===== src/hdl/lcd_cfg.svh =====
`ifndef LCD_CFG_SVH
`define LCD_CFG_SVH

// clock cycles per microsecond, every delay below is scaled by it
`define LCD_CYC_PER_US 1

// driver delay counter, sized for the whole power-up wait
`define LCD_CNT_BITS 10

// init timing in microseconds
`define LCD_T_POWERUP 500 // wait after reset
`define LCD_T_CMD 10 // e high per init command
`define LCD_T_INIT_END 440 // end of the config sequence

// per-word strobe timing in microseconds, measured from pop
`define LCD_T_E_LO 1 // e rises here
`define LCD_T_E_HI 14 // e falls here
`define LCD_T_WORD 50 // strobe slot ends, back to idle

// buffering between writer and driver
`define LCD_FIFO_DEPTH 8

// display geometry, two lines of this many cells
`define LCD_COLS 16

`endif


===== src/hdl/lcd_bus_pkg.sv =====
package lcd_bus_pkg;

	// one byte on the LCD data lines
	typedef logic [7:0] lcd_byte_t;

	// word queued for the display: register select, read/write, byte
	typedef struct packed {
		logic      rs; // 0 command, 1 character data
		logic      rw; // 0 write
		lcd_byte_t data;
	} lcd_word_t;

	// what the driver puts on the pins
	typedef struct packed {
		logic      e; // enable strobe
		logic      rs;
		logic      rw;
		lcd_byte_t data;
	} lcd_pins_t;

	// fixed HD44780 command bytes
	localparam lcd_byte_t LCD_CMD_CLEAR = 8'h01;
	localparam lcd_byte_t LCD_CMD_WAKE  = 8'h30;
	localparam lcd_byte_t LCD_ADDR_LINE0 = 8'h80; // DDRAM address 0x00
	localparam lcd_byte_t LCD_ADDR_LINE1 = 8'hC0; // DDRAM address 0x40

endpackage


===== src/hdl/lcd_ctrl_pkg.sv =====
package lcd_ctrl_pkg;

	// init flags, split across function set, display control and entry mode
	typedef struct packed {
		logic lines;   // function set N
		logic font;    // function set F
		logic display; // display control D
		logic cursor;  // display control C
		logic blink;   // display control B
		logic incr;    // entry mode I/D
		logic shift;   // entry mode S
	} lcd_init_t;

	// cursor column on one line
	typedef logic [3:0] col_t;

	// lcd_driver sequencing
	typedef enum logic [1:0] {
		POWER_UP,
		INIT,
		IDLE,
		STROBE
	} drv_state_t;

	// text_writer, EMIT_HELD pushes a character held behind its wrap address
	typedef enum logic {
		READY,
		EMIT_HELD
	} wr_state_t;

endpackage


===== src/hdl/lcd_driver.sv =====
`timescale 1ns/1ps

`include "lcd_cfg.svh"

module lcd_driver (
	input  logic                    clk,
	input  logic                    rst_n,
	input  lcd_ctrl_pkg::lcd_init_t init_flags,
	input  lcd_bus_pkg::lcd_word_t  head_word,
	input  logic                    empty,
	output logic                    pop,
	output lcd_bus_pkg::lcd_pins_t  pins,
	output logic                    busy
);
	import lcd_bus_pkg::*;
	import lcd_ctrl_pkg::*;

	localparam int C = `LCD_CYC_PER_US;

	// init slots in microseconds from the start of INIT
	localparam int SLOT_WAKE  = 0; // 0x30 wake-up
	localparam int SLOT_FUNC  = 2 * `LCD_T_CMD; // config timeline starts here
	localparam int SLOT_DISP  = SLOT_FUNC + 60;
	localparam int SLOT_CLR   = SLOT_FUNC + 120;
	localparam int SLOT_ENTRY = SLOT_FUNC + 330;
	localparam int SLOT_END   = SLOT_FUNC + `LCD_T_INIT_END;

	// cycle counts
	localparam int T_PU   = `LCD_T_POWERUP * C;
	localparam int T_INIT = SLOT_END * C;
	localparam int T_E_LO = `LCD_T_E_LO * C;
	localparam int T_E_HI = `LCD_T_E_HI * C;
	localparam int T_WORD = `LCD_T_WORD * C;

	typedef logic [`LCD_CNT_BITS-1:0] cnt_t;

	drv_state_t state;
	cnt_t       cnt;
	lcd_word_t  cur_word; // popped word, held on the pins

	// e window of one init command
	function automatic logic in_slot(input cnt_t c, input int start_us);
		return (int'(c) >= start_us * C) && (int'(c) < (start_us + `LCD_T_CMD) * C);
	endfunction

	assign busy = (state != IDLE);
	assign pop  = (state == IDLE) && !empty;

	always_ff @(posedge clk or negedge rst_n) begin
		if (!rst_n) begin
			state <= POWER_UP;
			cnt   <= '0;
		end else begin
			case (state)
				POWER_UP: begin
					if (cnt == cnt_t'(T_PU - 1)) begin
						state <= INIT;
						cnt   <= '0;
					end else begin
						cnt <= cnt + cnt_t'(1);
					end
				end
				INIT: begin
					if (cnt == cnt_t'(T_INIT - 1)) begin
						state <= IDLE;
						cnt   <= '0;
					end else begin
						cnt <= cnt + cnt_t'(1);
					end
				end
				IDLE: begin
					cnt <= '0;
					if (!empty)
						state <= STROBE; // head taken this cycle
				end
				STROBE: begin
					if (cnt == cnt_t'(T_WORD - 1)) begin
						state <= IDLE;
						cnt   <= '0;
					end else begin
						cnt <= cnt + cnt_t'(1);
					end
				end
				default: begin
					state <= POWER_UP;
					cnt   <= '0;
				end
			endcase
		end
	end

	always_ff @(posedge clk) begin
		if (pop)
			cur_word <= head_word;
	end

	// pin values follow state and counter
	always_comb begin
		pins = '0;
		case (state)
			INIT: begin
				if (in_slot(cnt, SLOT_WAKE)) begin
					pins.e    = 1'b1;
					pins.data = LCD_CMD_WAKE;
				end else if (in_slot(cnt, SLOT_FUNC)) begin
					pins.e    = 1'b1;
					pins.data = {4'b0011, init_flags.lines, init_flags.font, 2'b00};
				end else if (in_slot(cnt, SLOT_DISP)) begin
					pins.e    = 1'b1;
					pins.data = {5'b00001, init_flags.display, init_flags.cursor,
						init_flags.blink};
				end else if (in_slot(cnt, SLOT_CLR)) begin
					pins.e    = 1'b1;
					pins.data = LCD_CMD_CLEAR;
				end else if (in_slot(cnt, SLOT_ENTRY)) begin
					pins.e    = 1'b1;
					pins.data = {6'b000001, init_flags.incr, init_flags.shift};
				end
			end
			STROBE: begin
				pins.rs   = cur_word.rs; // held for the whole slot
				pins.rw   = cur_word.rw;
				pins.data = cur_word.data;
				pins.e    = (int'(cnt) >= T_E_LO) && (int'(cnt) < T_E_HI);
			end
			default: pins = '0;
		endcase
	end

	a_e_state: assert property (@(posedge clk) disable iff (!rst_n)
		pins.e |-> state inside {INIT, STROBE});

	// busy drops only once init or a word slot has run its full length
	a_busy_idle: assert property (@(posedge clk) disable iff (!rst_n)
		$fell(busy) |-> $past(state == INIT && cnt == cnt_t'(T_INIT - 1))
			|| $past(state == STROBE && cnt == cnt_t'(T_WORD - 1)));

	// a pop always starts a strobe slot
	a_pop_idle: assert property (@(posedge clk) disable iff (!rst_n)
		pop |-> state == IDLE ##1 state == STROBE);

endmodule


===== src/hdl/lcd_top.sv =====
`timescale 1ns/1ps

module lcd_top (
	input  logic                    clk,
	input  logic                    rst_n,
	input  logic                    char_valid,
	input  lcd_bus_pkg::lcd_byte_t  char_code,
	input  logic                    cmd_valid,
	input  lcd_bus_pkg::lcd_word_t  cmd_word,
	input  logic                    clear,
	input  lcd_ctrl_pkg::lcd_init_t init_flags,
	output lcd_bus_pkg::lcd_pins_t  pins,
	output logic                    busy,
	output logic                    wr_busy,
	output logic                    overflow
);
	import lcd_bus_pkg::*;

	logic      push;
	lcd_word_t push_word;
	logic      pop;
	lcd_word_t head_word;
	logic      empty;

	text_writer u_writer (
		.clk        (clk),
		.rst_n      (rst_n),
		.char_valid (char_valid),
		.char_code  (char_code),
		.cmd_valid  (cmd_valid),
		.cmd_word   (cmd_word),
		.clear      (clear),
		.push       (push),
		.push_word  (push_word),
		.wr_busy    (wr_busy)
	);

	word_fifo u_fifo (
		.clk       (clk),
		.rst_n     (rst_n),
		.push      (push),
		.push_word (push_word),
		.pop       (pop),
		.head_word (head_word),
		.empty     (empty),
		.full      (), // overflow covers the external view
		.overflow  (overflow)
	);

	lcd_driver u_driver (
		.clk        (clk),
		.rst_n      (rst_n),
		.init_flags (init_flags),
		.head_word  (head_word),
		.empty      (empty),
		.pop        (pop),
		.pins       (pins),
		.busy       (busy)
	);

endmodule


===== src/hdl/text_writer.sv =====
`timescale 1ns/1ps

`include "lcd_cfg.svh"

module text_writer (
	input  logic                    clk,
	input  logic                    rst_n,
	input  logic                    char_valid,
	input  lcd_bus_pkg::lcd_byte_t  char_code,
	input  logic                    cmd_valid,
	input  lcd_bus_pkg::lcd_word_t  cmd_word,
	input  logic                    clear,
	output logic                    push,
	output lcd_bus_pkg::lcd_word_t  push_word,
	output logic                    wr_busy
);
	import lcd_bus_pkg::*;
	import lcd_ctrl_pkg::*;

	wr_state_t state;
	col_t      col;
	logic      line;      // 0 top, 1 bottom
	logic      wrap_pend; // last cell written, next char moves line
	lcd_byte_t held_char;
	lcd_word_t next_word;
	logic      accept;

	assign accept  = (state == READY) && (clear || cmd_valid || char_valid);
	assign wr_busy = (state == EMIT_HELD);

	// word for the next push, priority clear > cmd > char
	always_comb begin
		if (state == EMIT_HELD)
			next_word = '{rs: 1'b1, rw: 1'b0, data: held_char};
		else if (clear)
			next_word = '{rs: 1'b0, rw: 1'b0, data: LCD_CMD_CLEAR};
		else if (cmd_valid)
			next_word = cmd_word; // raw command, untouched
		else if (wrap_pend)
			next_word = '{rs: 1'b0, rw: 1'b0, data: line ? LCD_ADDR_LINE0 : LCD_ADDR_LINE1};
		else
			next_word = '{rs: 1'b1, rw: 1'b0, data: char_code};
	end

	always_ff @(posedge clk) begin
		push_word <= next_word;
		if (accept && char_valid)
			held_char <= char_code;
	end

	always_ff @(posedge clk or negedge rst_n) begin
		if (!rst_n) begin
			state     <= READY;
			col       <= '0;
			line      <= 1'b0;
			wrap_pend <= 1'b0;
			push      <= 1'b0;
		end else begin
			push <= accept || (state == EMIT_HELD);
			if (state == EMIT_HELD) begin
				state <= READY;
				col   <= col + col_t'(1); // held char sits in cell 0
			end else if (clear) begin
				col       <= '0;
				line      <= 1'b0;
				wrap_pend <= 1'b0;
			end else if (cmd_valid) begin
				state <= READY; // cursor untouched
			end else if (char_valid) begin
				if (wrap_pend) begin
					state     <= EMIT_HELD;
					line      <= ~line;
					wrap_pend <= 1'b0;
					col       <= '0;
				end else if (col == col_t'(`LCD_COLS - 1)) begin
					col       <= '0;
					wrap_pend <= 1'b1;
				end else begin
					col <= col + col_t'(1);
				end
			end
		end
	end

	// a push out of READY answers a strobe of the cycle before
	a_push_cause: assert property (@(posedge clk) disable iff (!rst_n)
		(push && $past(state) == READY) |-> $past(clear || cmd_valid || char_valid));

endmodule


===== src/hdl/word_fifo.sv =====
`timescale 1ns/1ps

`include "lcd_cfg.svh"

module word_fifo (
	input  logic                    clk,
	input  logic                    rst_n,
	input  logic                    push,
	input  lcd_bus_pkg::lcd_word_t  push_word,
	input  logic                    pop,
	output lcd_bus_pkg::lcd_word_t  head_word,
	output logic                    empty,
	output logic                    full,
	output logic                    overflow
);
	import lcd_bus_pkg::*;

	localparam int DEPTH = `LCD_FIFO_DEPTH;
	localparam int PTR_W = (DEPTH > 1) ? $clog2(DEPTH) : 1;
	localparam int CNT_W = $clog2(DEPTH + 1);

	typedef logic [PTR_W-1:0] ptr_t;
	typedef logic [CNT_W-1:0] cnt_t;

	lcd_word_t mem [DEPTH];
	ptr_t      wr_ptr;
	ptr_t      rd_ptr;
	cnt_t      count;
	logic      wr_en;
	logic      rd_en;

	// circular increment, depth need not be a power of two
	function automatic ptr_t ptr_inc(input ptr_t p);
		return (p == ptr_t'(DEPTH - 1)) ? '0 : p + ptr_t'(1);
	endfunction

	assign empty     = (count == '0);
	assign full      = (count == cnt_t'(DEPTH));
	assign rd_en     = pop && !empty;
	assign wr_en     = push && (!full || rd_en); // full but popping still takes it
	assign head_word = mem[rd_ptr]; // fall-through head

	always_ff @(posedge clk) begin
		if (wr_en)
			mem[wr_ptr] <= push_word;
	end

	always_ff @(posedge clk or negedge rst_n) begin
		if (!rst_n) begin
			wr_ptr   <= '0;
			rd_ptr   <= '0;
			count    <= '0;
			overflow <= 1'b0;
		end else begin
			if (wr_en)
				wr_ptr <= ptr_inc(wr_ptr);
			if (rd_en)
				rd_ptr <= ptr_inc(rd_ptr);
			case ({wr_en, rd_en})
				2'b10: count <= count + cnt_t'(1);
				2'b01: count <= count - cnt_t'(1);
				default: count <= count;
			endcase
			if (push && !wr_en)
				overflow <= 1'b1; // sticky, word dropped
		end
	end

	a_no_pop_empty: assert property (@(posedge clk) disable iff (!rst_n)
		pop |-> !empty);

endmodule


===== config.mk =====
export PLATFORM = sky130hd
export DESIGN_NAME = lcd_top
export DESIGN_NICKNAME = d
export VERILOG_FILES = /design/src/hdl/lcd_bus_pkg.sv /design/src/hdl/lcd_ctrl_pkg.sv /design/src/hdl/lcd_driver.sv /design/src/hdl/lcd_top.sv /design/src/hdl/text_writer.sv /design/src/hdl/word_fifo.sv
export VERILOG_INCLUDE_DIRS = /design/src /design/src/hdl
export SDC_FILE = /design/constraint.sdc
export NUM_CORES = 1
export LEC_CHECK = 0
export BUFFER_PORTS_ARGS = -buffer_cell sky130_fd_sc_hd__buf_2
export CORE_MARGIN = 2
export CORE_UTILIZATION = 50
export CTS_BUF_LIST = sky130_fd_sc_hd__clkbuf_2 sky130_fd_sc_hd__clkbuf_4 sky130_fd_sc_hd__clkbuf_8
export DETAILED_ROUTE_END_ITERATION = 10
export GPL_TIMING_DRIVEN = 0
export PLACE_DENSITY = 0.68
export SKIP_CTS_REPAIR_TIMING = 1
export SLEW_MARGIN = 0
export SYNTH_ARGS = -nofsm -noshare
export SYNTH_HDL_FRONTEND = slang
export SYNTH_SLANG_ARGS = --single-unit

===== constraint.sdc =====
create_clock -name clk -period 2.75 [get_ports clk]
set_input_delay 0 -clock clk [delete_from_list [all_inputs] [get_ports clk]]
set_output_delay 0 -clock clk [all_outputs]
set_load 0.02 [all_outputs]

==> results.yml, run 1 <==
worst_setup_path:
  cp-start-kind: "flop"
  cp_cell_sequence: "nor4_2, nor2_4, ha_1, ha_1, a21o_1, a21oi_1, xnor2_1, nor2_1, xor2_1"
  worst-setup-path-type: "flop to flop"
  path_common_cell: "ha_1"
  slowest_delay_ps: 460
  crit_buf_inv: 0
  cp_max_fo: 14
  crit_family: "simple AND/OR/NAND/NOR gates"
  worst-path-stages: 9
  endpoint_kind: "flop"
  reg2regPathDepth: 9
  critPathSlowestCell: "nor4_2"
  required_ps: 3070
  cp_data_arrival_time_ps: 2790
logic_synthesis:
  syn_nets: 453
  synth_xor_area_share_pct: 1.92
  synthFlopType: "edfxtp_1"
  synth_largest_area_cell: "edfxtp_1"
  synth_area_leaders: "edfxtp_1 (50%), dfrtp_1 (13%), mux4_2 (7.6%), dfxtp_1 (3.4%), mux2_2 (2.7%)"
  synth_top_cell_area_share_pct: 49.7
  yosysSeqAreaShare_pct: 66.1
  ys_warn_count: 0
  muxShareOfSynthArea_pct: 10.6
  syn_area_um2: 5920
  synthSimpleGateAreaFrac_pct: 9.88
  syn_avg_cell_area_um2: 14.4
  synth_cell_type_count: 50
  syn_inst: 410
  ys_ff_latch: 139
  synth_top_family_by_area: "multiplexers"
  synth-edff-count: 98
  yosys.area_share.adder_pct: 3.04
  synth_compound_area_share_pct: 5.96
  async_reset_ff_share_pct: 22.3
clocking:
  cts_buffer_depth: 2
  cts.htree.levels: 4
  cts_tree: "yes"
  clock_sinks: 139
  cts_made_buffers: 17
  root_buffer: "clkbuf_8"
  path_clk_slew_ps: 80
  clock_latency_ps: 440
detailed_routing:
  num_vias: 3547
  postRouteWirelength_um: 11000
  routedWlPerCell_um: 16.9
  drt_iter0_markers: 190
  vias_per_cell: 5.46
  drc_errors: 0
  ant_nets: 0
  drtPass1Iterations: 4
placement:
  gp_congestion: 0.829
  hpwl_um: 7490
  dp_slack_ps: -137
  numPortBuffers: 42
finish:
  postLayoutCoreUtil_pct: 60.6
  nets: 537
  seqCellArea_um2: 3920
  fillerInstances: 858
  multi_input_area_um2: 1880
  areaGrowthSynthToFinish_pct: 17.4
  final_cell_mix: "edfxtp_1 (98), buf_2 (47), nand2_1 (31), nor2_1 (31), dfrtp_1 (31)"
  layout-drive-gt1-share_pct: 24.5
  layout_commonest_cell: "edfxtp_1"
  n_antenna_cell: 0
sta:
  fmax_ghz: 0.405
  timing.final.ws_setup_ps: 281
  setup_viol: 0
  fin_hold_ws_ps: -10.1
  slew_violations: 0
  hold_violations: 1
  skew_ps: 6.01
  tns_ps: 0
  slew_headroom_pct: 28.1
  fin_crit_sh_pct: 89.8
  tightest_slew_ps: 1070
  rsz0062_at_grt: "false"
  finalCriticalPeriod_ps: 2470
status:
  run_status: "finished with violations"
  violations: "negative hold slack"
floorplan:
  start_util_pct: 51.7
  rows: 39
  die_h_um: 113
  dieArea_um2: 12700
  coreArea_um2: 11500
  die_w_um: 113
  ios: 44
min_path:
  hold_depth: 2
  hold_path.class: "input pin to flop"
global_routing:
  grt_max_degree: 32
  grt_pass1_vias: 3611
  antenna_found_initial: 0
  grt_overflow: 0
  grt_usage_pct: 18.0
  grt_pass1_wl_um: 17300
power_and_ir_drop:
  power_density_nw_per_um2: 736
  power.leakage_nw: 2.68
  total_power_mw: 5.12
  peakVddDrop_mv: 0.378
run:
  drv_cap: 0
## per-stage QoR
stage,std cells,instance area [um^2]
after global routing,650,6950
after detailed placement,597,6350
after global placement,595,6310
after floorplan,410,5920
final,650,6950
after CTS,629,6730
## cells in the mapped netlist, drive strengths merged (8+ instances only)
master,n
a21oi,12
clkbuf,11
dfrtp,31
dfxtp,10
edfxtp,98
ha,12
inv,17
mux2,14
mux4,20
nand2,31
nand3,9
nor2,32
nor3,9
o21ai,15
xor2,8
## registers in the layout, summed over array words and instances, names as in the netlist
| name | cells |
|---|---|
| u_fifo.wr_ptr | 3 |
| u_driver.cur_word | 10 |
| u_fifo.rd_ptr | 3 |
| u_fifo.mem | 80 |
| u_writer.push_word | 10 |
| u_writer.wrap_pend | 1 |
| u_driver.state | 2 |
| u_writer.push | 1 |
| u_writer.wr_busy | 1 |
| u_fifo.count | 4 |
| u_writer.line | 1 |
| u_writer.held_char | 8 |
| u_fifo.overflow | 1 |
| u_driver.cnt | 10 |
| u_writer.col | 4 |
## kinds of logic (layout without fill, tap and decap cells)
kind of cell / Yosys count / in the layout
buf+inv: 35 / 132
flops: 139 / 139
simple gates: 121 / 121
compound gates: 52 / 52
xor+xnor: 13 / 13
fa+ha+maj: 14 / 14
mux: 36 / 36
## power by group
group / switching, mW / internal [mW]
clock: 0.799 / 0.756
combinational: 0.416 / 0.309
sequential: 0.166 / 2.67
## path summary, 6_finish.rpt
path                                                      start                               end  slack (ps)
worst max-delay path                u_fifo.count[0]$_DFFE_PN0P_       u_fifo.count[3]$_DFFE_PN0P_         280
worst min-delay path                                      clear  u_writer.push_word[9]$_SDFF_PP1_         -10
worst max register to register      u_fifo.count[0]$_DFFE_PN0P_       u_fifo.count[3]$_DFFE_PN0P_         280
worst min register to register  u_writer.held_char[7]$_DFFE_PP_     u_writer.push_word[7]$_DFF_P_         480
max in group asynchronous                                 rst_n       u_writer.col[0]$_DFFE_PN0P_        2140
min in group asynchronous                                 rst_n         u_driver.cnt[4]$_DFF_PN0_         140
## worst reg2reg max path, delay by kind of cell (launching register included)
family / cells / cell delay (ps)
AO/OA/AOI/OAI: 2 / 360
XOR/XNOR: 2 / 280
adder cells (fa/ha/maj): 2 / 580
flip-flops: 1 / 450
AND/OR/NAND/NOR: 3 / 690
## routing by layer
layer  GRT usage (%)  wire length, um
met5               0                0
met4            6.26               74
met3            5.41              510
met2            31.4             5870
met1            21.3             4520
## cell type report
class,count,area share [%]
sequential,139,56.4
multi-input combinational,236,27.1
timing repair buffer,65,6.37
clock buffer,18,3.56
tap,143,2.57
clock inverter,14,1.96
buffer,18,1.17
inverter,17,0.918
Note: power is estimated with default switching activity, not from simulation.
==> run 2, diff against run 1 <==
MAX_ROUTING_LAYER = met4   (was not set)
REMOVE_ABC_BUFFERS = 1   (was not set)
==> run 2 against run 1 <==
Against the previous run:
- the flow still finishes with violations (negative hold slack)
- clock skew up 7.3 ps
- maximum frequency decreased by 4.0%
- via count is 0.23% higher
- worst setup slack lost 100 ps
- critical path depth did not move
- clock power fell by 3%
- hold slack improved by 1.1 ps
- final cell count decreased by 2.3%
- total power decreased by 0.61%
==> results.yml, run 2 (synthesized netlist as in run 1, its figures left out) <==
power_and_ir_drop:
  peakVddDrop_mv: 0.482
  power_density_nw_per_um2: 739
  power.leakage_nw: 2.64
status:
  violations: "negative hold slack"
  run_status: "finished with violations"
detailed_routing:
  drc_errors: 0
  ant_nets: 0
  routedWlPerCell_um: 17.0
  postRouteWirelength_um: 10800
  drtPass1Iterations: 6
  highest_layer: "met4"
  dr_wl_met3_um: 559
  drt_iter0_markers: 263
  vias_per_cell: 5.60
  met1_length_um: 4530
  num_vias: 3555
  wl_met2_um: 5590
finish:
  final_cells: 635
  layout-drive-gt1-share_pct: 24.6
  final_area_um2: 6880
  n_antenna_cell: 0
  nets: 522
  areaGrowthSynthToFinish_pct: 16.2
  postLayoutCoreUtil_pct: 60.0
  largest_reg_flops: 80
  largest-register: "u_fifo.mem"
  final_cell_mix: "edfxtp_1 (98), buf_2 (43), nand2_1 (31)"
  layout_commonest_cell: "edfxtp_1"
global_routing:
  grt_usage_pct: 18.1
  antenna_found_initial: 0
  grt_max_degree: 32
  grt_overflow: 0
  grt_pass1_vias: 3373
  grt_pass1_wl_um: 17100
min_path:
  hold_path.startpoint: "cmd_valid"
  hold_depth: 3
  min_to: "u_writer.push_word[9]$_SDFF_PP1_"
  hold_path.class: "input pin to flop"
sta:
  hold_violations: 1
  fin_hold_ws_ps: -9.00
  skew_ps: 13.3
  slew_headroom_pct: 24.8
  finalCriticalPeriod_ps: 2570
  tightest_slew_ps: 1120
  fmax_ghz: 0.389
  fin_crit_sh_pct: 93.5
  slew_violations: 0
  rsz0062_at_grt: "false"
  setup_viol: 0
floorplan:
  dieArea_um2: 12700
  coreArea_um2: 11500
  die_w_um: 113
  ios: 44
  start_util_pct: 51.7
  rows: 39
  die_h_um: 113
clocking:
  cts.htree.levels: 4
  clock_latency_ps: 440
  cts_buffer_depth: 2
  root_buffer: "clkbuf_8"
  cts_tree: "yes"
  clock_sinks: 139
  path_clk_slew_ps: 80
  cts_made_buffers: 17
placement:
  numPortBuffers: 43
  placed_cells: 580
  hpwl_um: 7000
  gp_congestion: 0.864
  postPlaceCellArea_um2: 6270
worst_setup_path:
  required_ps: 3070
  cp_max_fo: 14
  cp_cell_sequence: "nor4_1, nor2_4, ha_1, ha_1, a21o_1, a21oi_1, xnor2_1, nor2_1, xor2_1"
  slowest_delay_ps: 580
  r2r-end: "u_fifo.count[3]$_DFFE_PN0P_"
  ff2ff_setup_slack_ps: 180
  critPathSlowestCell: "nor4_1"
  cp_data_arrival_time_ps: 2890
  worst-setup-path-type: "flop to flop"
  reg2reg_from: "u_fifo.count[0]$_DFFE_PN0P_"
  endpoint_kind: "flop"
  cp-start-kind: "flop"
  reg2regPathDepth: 9
  path_common_cell: "ha_1"
run:
  drv_cap: 0
-- run 2: cell count changes in the layout (fill, tap and decap cells not counted), moves of 2 or more --
| cell | delta |
|---|---|
| buf_2 | -4 |
| buf_4 | -2 |
| clkbuf_1 | -11 |
| clkbuf_4 | +2 |
| clkinv_2 | +2 |
| clkinv_4 | -3 |
| dlygate4sd3_1 | +2 |
| nor2_1 | -3 |
| nor2_2 | +3 |
-- run 2: worst max path at each step --
stage | slack [ps] | end | start | cells past startpoint
after floorplan | 40 | u_fifo.count[3]$_DFFE_PN0P_ | u_driver.state[0]$_DFFE_PN0P_ | 9
after global placement | -390 | u_fifo.mem[0][5]$_DFFE_PP_ | u_driver.state[0]$_DFFE_PN0P_ | 5
after detailed placement | -310 | u_fifo.count[3]$_DFFE_PN0P_ | u_driver.state[0]$_DFFE_PN0P_ | 9
after CTS | -320 | u_fifo.count[3]$_DFFE_PN0P_ | u_driver.state[0]$_DFFE_PN0P_ | 9
after global routing | 10 | u_fifo.count[3]$_DFFE_PN0P_ | u_fifo.count[0]$_DFFE_PN0P_ | 9
final | 180 | u_fifo.count[3]$_DFFE_PN0P_ | u_fifo.count[0]$_DFFE_PN0P_ | 9
-- run 2: cell type report --
cell class | instances | area, um^2
clock buffers | 19 | 249
clock inverters | 13 | 116
fillers | 865 | 4590
inverters | 17 | 63.8
multi-input cells | 236 | 1890
flip-flops and latches | 139 | 3920
well taps | 143 | 179
repair buffers | 68 | 468
-- run 2: stage by stage --
step                      worst slack [ps]  setup TNS, ps  total power, mW
after floorplan                       36.9              0             3.29
after global placement                -390          -4810             3.51
after detailed placement              -307           -441             3.59
after CTS                             -324           -489             5.11
after global routing                  10.2              0             5.33
final                                  178              0             5.09
-- run 2: worst max-delay path, delay by kind of cell, from the launching register on --
kind                       cells  cell delay (ps)
xor gates and xnor gates       2              280
AOI/OAI and AO/OA              2              330
and+or+nand+nor                3              830
adders and majority gates      2              570
DFF                            1              440
-- run 2: per-layer routing --
metal | vias up | GRT usage [%]
li1 | 1688 | -
met1 | 1757 | 22.0
met2 | 100 | 29.7
met3 | 10 | 4.82
met4 | 0 | 5.85
met5 | - | -
-- run 2: where the power goes --
part / switching, mW / internal, mW
clock: 0.784 / 0.739
combinational: 0.419 / 0.311
sequential: 0.163 / 2.67
==> run 3, diff against run 2 <==
ABC_AREA = 1   (was not set)
==> run 3 against run 2 <==
Against the previous run:
- the flow now finishes without violations
- worst setup slack better by 180 ps
- design area up 6.6%
- first-iteration DRC count up 16%
- clock power up 5%
- clock skew down 1.1 ps
- total power up 3.4%
- count of clock-buffer cells in the layout unchanged
- critical endpoint is now u_driver.cur_word[9]$_DFFE_PP_
- largest power group unchanged
==> results.yml, run 3 <==
status:
  run_status: "complete, no violations"
sta:
  setup_viol: 0
  rsz0062_at_grt: "false"
  timing.final.ws_setup_ps: 359
  hold_violations: 0
  slew_violations: 0
  fmax_ghz: 0.418
  slew_headroom_pct: 18.6
  finalCriticalPeriod_ps: 2390
  skew_ps: 12.1
  tightest_slew_ps: 1220
  fin_crit_sh_pct: 86.9
placement:
  dp_slack_ps: 105
  numPortBuffers: 43
  postPlaceCellArea_um2: 6640
  hpwl_um: 8220
  gp_congestion: 0.879
  placed_cells: 788
logic_synthesis:
  ys_warn_count: 0
  syn_inst: 587
  yosysMostFrequentCell: "nand2_1"
  syn_area_um2: 6200
  async_reset_ff_share_pct: 22.3
  yosysSeqAreaShare_pct: 63.2
  synth-edff-count: 98
  synth_cell_type_count: 42
  synth_largest_area_cell: "edfxtp_1"
  synth_top_cell_area_share_pct: 47.5
  synthTopCellsByCount: "nand2_1 (132), edfxtp_1 (98), nor2_1 (62)"
  ys_ff_latch: 139
  syn_avg_cell_area_um2: 10.6
  synth_area_leaders: "edfxtp_1 (47%), dfrtp_1 (13%), nand2_1 (8.0%), nor2_1 (3.8%), dfxtp_1 (3.2%)"
  synthFlopType: "edfxtp_1"
clocking:
  path_clk_slew_ps: 70
  cts_made_buffers: 17
  cts.htree.levels: 4
  cts_buffer_depth: 2
  clock_latency_ps: 430
  clock_sinks: 139
  root_buffer: "clkbuf_8"
  cts_tree: "yes"
detailed_routing:
  routedWlPerCell_um: 14.0
  postRouteWirelength_um: 11900
  drtPass1Iterations: 4
  drc_errors: 0
  vias_per_cell: 5.13
  ant_nets: 0
  num_vias: 4357
  drt_iter0_markers: 306
worst_setup_path:
  required_ps: 2920
  startpoint: "u_fifo.rd_ptr[0]$_DFFE_PN0P_"
  worst-setup-path-type: "flop to flop"
  crit_end: "u_driver.cur_word[9]$_DFFE_PP_"
  reg2reg_from: "u_fifo.rd_ptr[0]$_DFFE_PN0P_"
  cp_cell_sequence: "inv_1, nor2_1, o22ai_1, nand2_1, nand2_1"
  ff2ff_setup_slack_ps: 360
  cp_data_arrival_time_ps: 2560
  path_common_cell: "nand2_1"
  r2r-end: "u_driver.cur_word[9]$_DFFE_PP_"
  cp-start-kind: "flop"
  reg2regPathDepth: 5
  cp_max_fo: 43
  endpoint_kind: "flop"
  slowest_delay_ps: 980
  critPathSlowestCell: "dfrtp_2"
power_and_ir_drop:
  peakVddDrop_mv: 0.495
  power_density_nw_per_um2: 717
  p_seq_share_pct: 54.4
  switchingPower_mw: 1.44
  internal_power_mw: 3.82
  clkPwrFrac_pct: 30.3
  total_power_mw: 5.26
  power.leakage_nw: 3.00
  switching_share_pct: 27.4
  comb_power_share_pct: 15.4
finish:
  final_cells: 850
  layout-drive-gt1-share_pct: 16.9
  areaGrowthSynthToFinish_pct: 18.4
  largest-register: "u_fifo.mem"
  final_area_um2: 7330
  multi_input_area_um2: 2030
  layout_commonest_cell: "nand2_1"
  largest_reg_flops: 80
  fillerInstances: 944
  n_antenna_cell: 0
  final_cell_mix: "nand2_1 (132), edfxtp_1 (98), nor2_1 (62)"
  nets: 712
  postLayoutCoreUtil_pct: 60.8
  seqCellArea_um2: 3920
global_routing:
  grt_max_degree: 44
  antenna_found_initial: 0
  grt_overflow: 0
  grt_usage_pct: 19.8
  grt_pass1_wl_um: 19300
  grt_pass1_vias: 4102
floorplan:
  ios: 44
  die_w_um: 115
  die_h_um: 115
  rows: 40
  dieArea_um2: 13300
  start_util_pct: 51.4
  coreArea_um2: 12100
min_path:
  hold_path.class: "input pin to async pin"
run:
  drv_cap: 0
[run 3: changes by cell type in the layout (fill, tap and decap cells not counted), moves of 14 or more]
| cell | change |
|---|---|
| mux2_2 | -14 |
| inv_1 | +31 |
| nor2_1 | +34 |
| mux4_2 | -20 |
| o22ai_1 | +21 |
| nand3_1 | +28 |
| nand2_1 | +101 |
| o21ai_0 | +17 |
| mux2i_1 | +18 |
[run 3: stage by stage]
step           TNS, ps  hold WS, ps
5_1_grt              0          205
6_report             0          151
2_1_floorplan        0         -296
4_1_cts              0         -386
3_3_place_gp    -23250         90.2
3_5_place_dp         0         95.5
[run 3: routing by layer]
layer,GRT usage [%],wire (um),vias up
li1,-,-,2182
met1,23.5,5010,2042
met2,32.6,6130,116
met3,4.74,618,17
met4,7.79,182,0
met5,-,0,-
[run 3: cell type report]
| type | instances | area share [%] |
|---|---|---|
| clock buffer | 19 | 3.39 |
| clock inverter | 13 | 1.94 |
| inverter | 55 | 2.88 |
| multi-input combinational | 377 | 27.7 |
| sequential | 139 | 53.4 |
| tap | 168 | 2.87 |
| timing repair buffer | 79 | 7.81 |
[run 3: power groups by stage]
stage          registers [mW]  clock network (mW)  logic (mW)
2_1_floorplan            2.86                   0       0.461
3_3_place_gp             2.88                   0       0.658
3_5_place_dp             2.91                   0       0.790
4_1_cts                  2.86                1.63       0.792
5_1_grt                  2.90                1.74       0.919
6_report                 2.86                1.59       0.808
[run 3: cells by family after synthesis]
group,after synthesis,share of synthesized area [%]
adder cells (fa/ha/maj),13,2.75
AO/OA/AOI/OAI,75,7.01
flip-flops,139,63.2
AND/OR/NAND/NOR,265,18.5
XOR/XNOR,4,0.565
multiplexers,20,3.23
buffers and inverters,71,4.76
[run 3: critical path, delay by kind of cell (launching register included)]
kind | cells | cell delay [ps]
buffers and inverters | 1 | 620
and+or+nand+nor | 3 | 420
AOI/OAI and AO/OA | 1 | 110
DFF | 1 | 980
[run 3: worst min-delay path by stage]
| stage | endpoint | slack, ps | depth (start not counted) |
|---|---|---|---|
| 2_1_floorplan | u_driver.cnt[0]$_DFF_PN0_ | -300 | 0 |
| 3_3_place_gp | u_writer.col[1]$_DFFE_PN0P_ | 90 | 1 |
| 3_5_place_dp | u_writer.col[0]$_DFFE_PN0P_ | 100 | 1 |
| 4_1_cts | u_writer.col[0]$_DFFE_PN0P_ | -390 | 1 |
| 5_1_grt | u_writer.wrap_pend$_DFFE_PN0P_ | 200 | 2 |
| 6_report | u_writer.col[0]$_DFFE_PN0P_ | 150 | 2 |
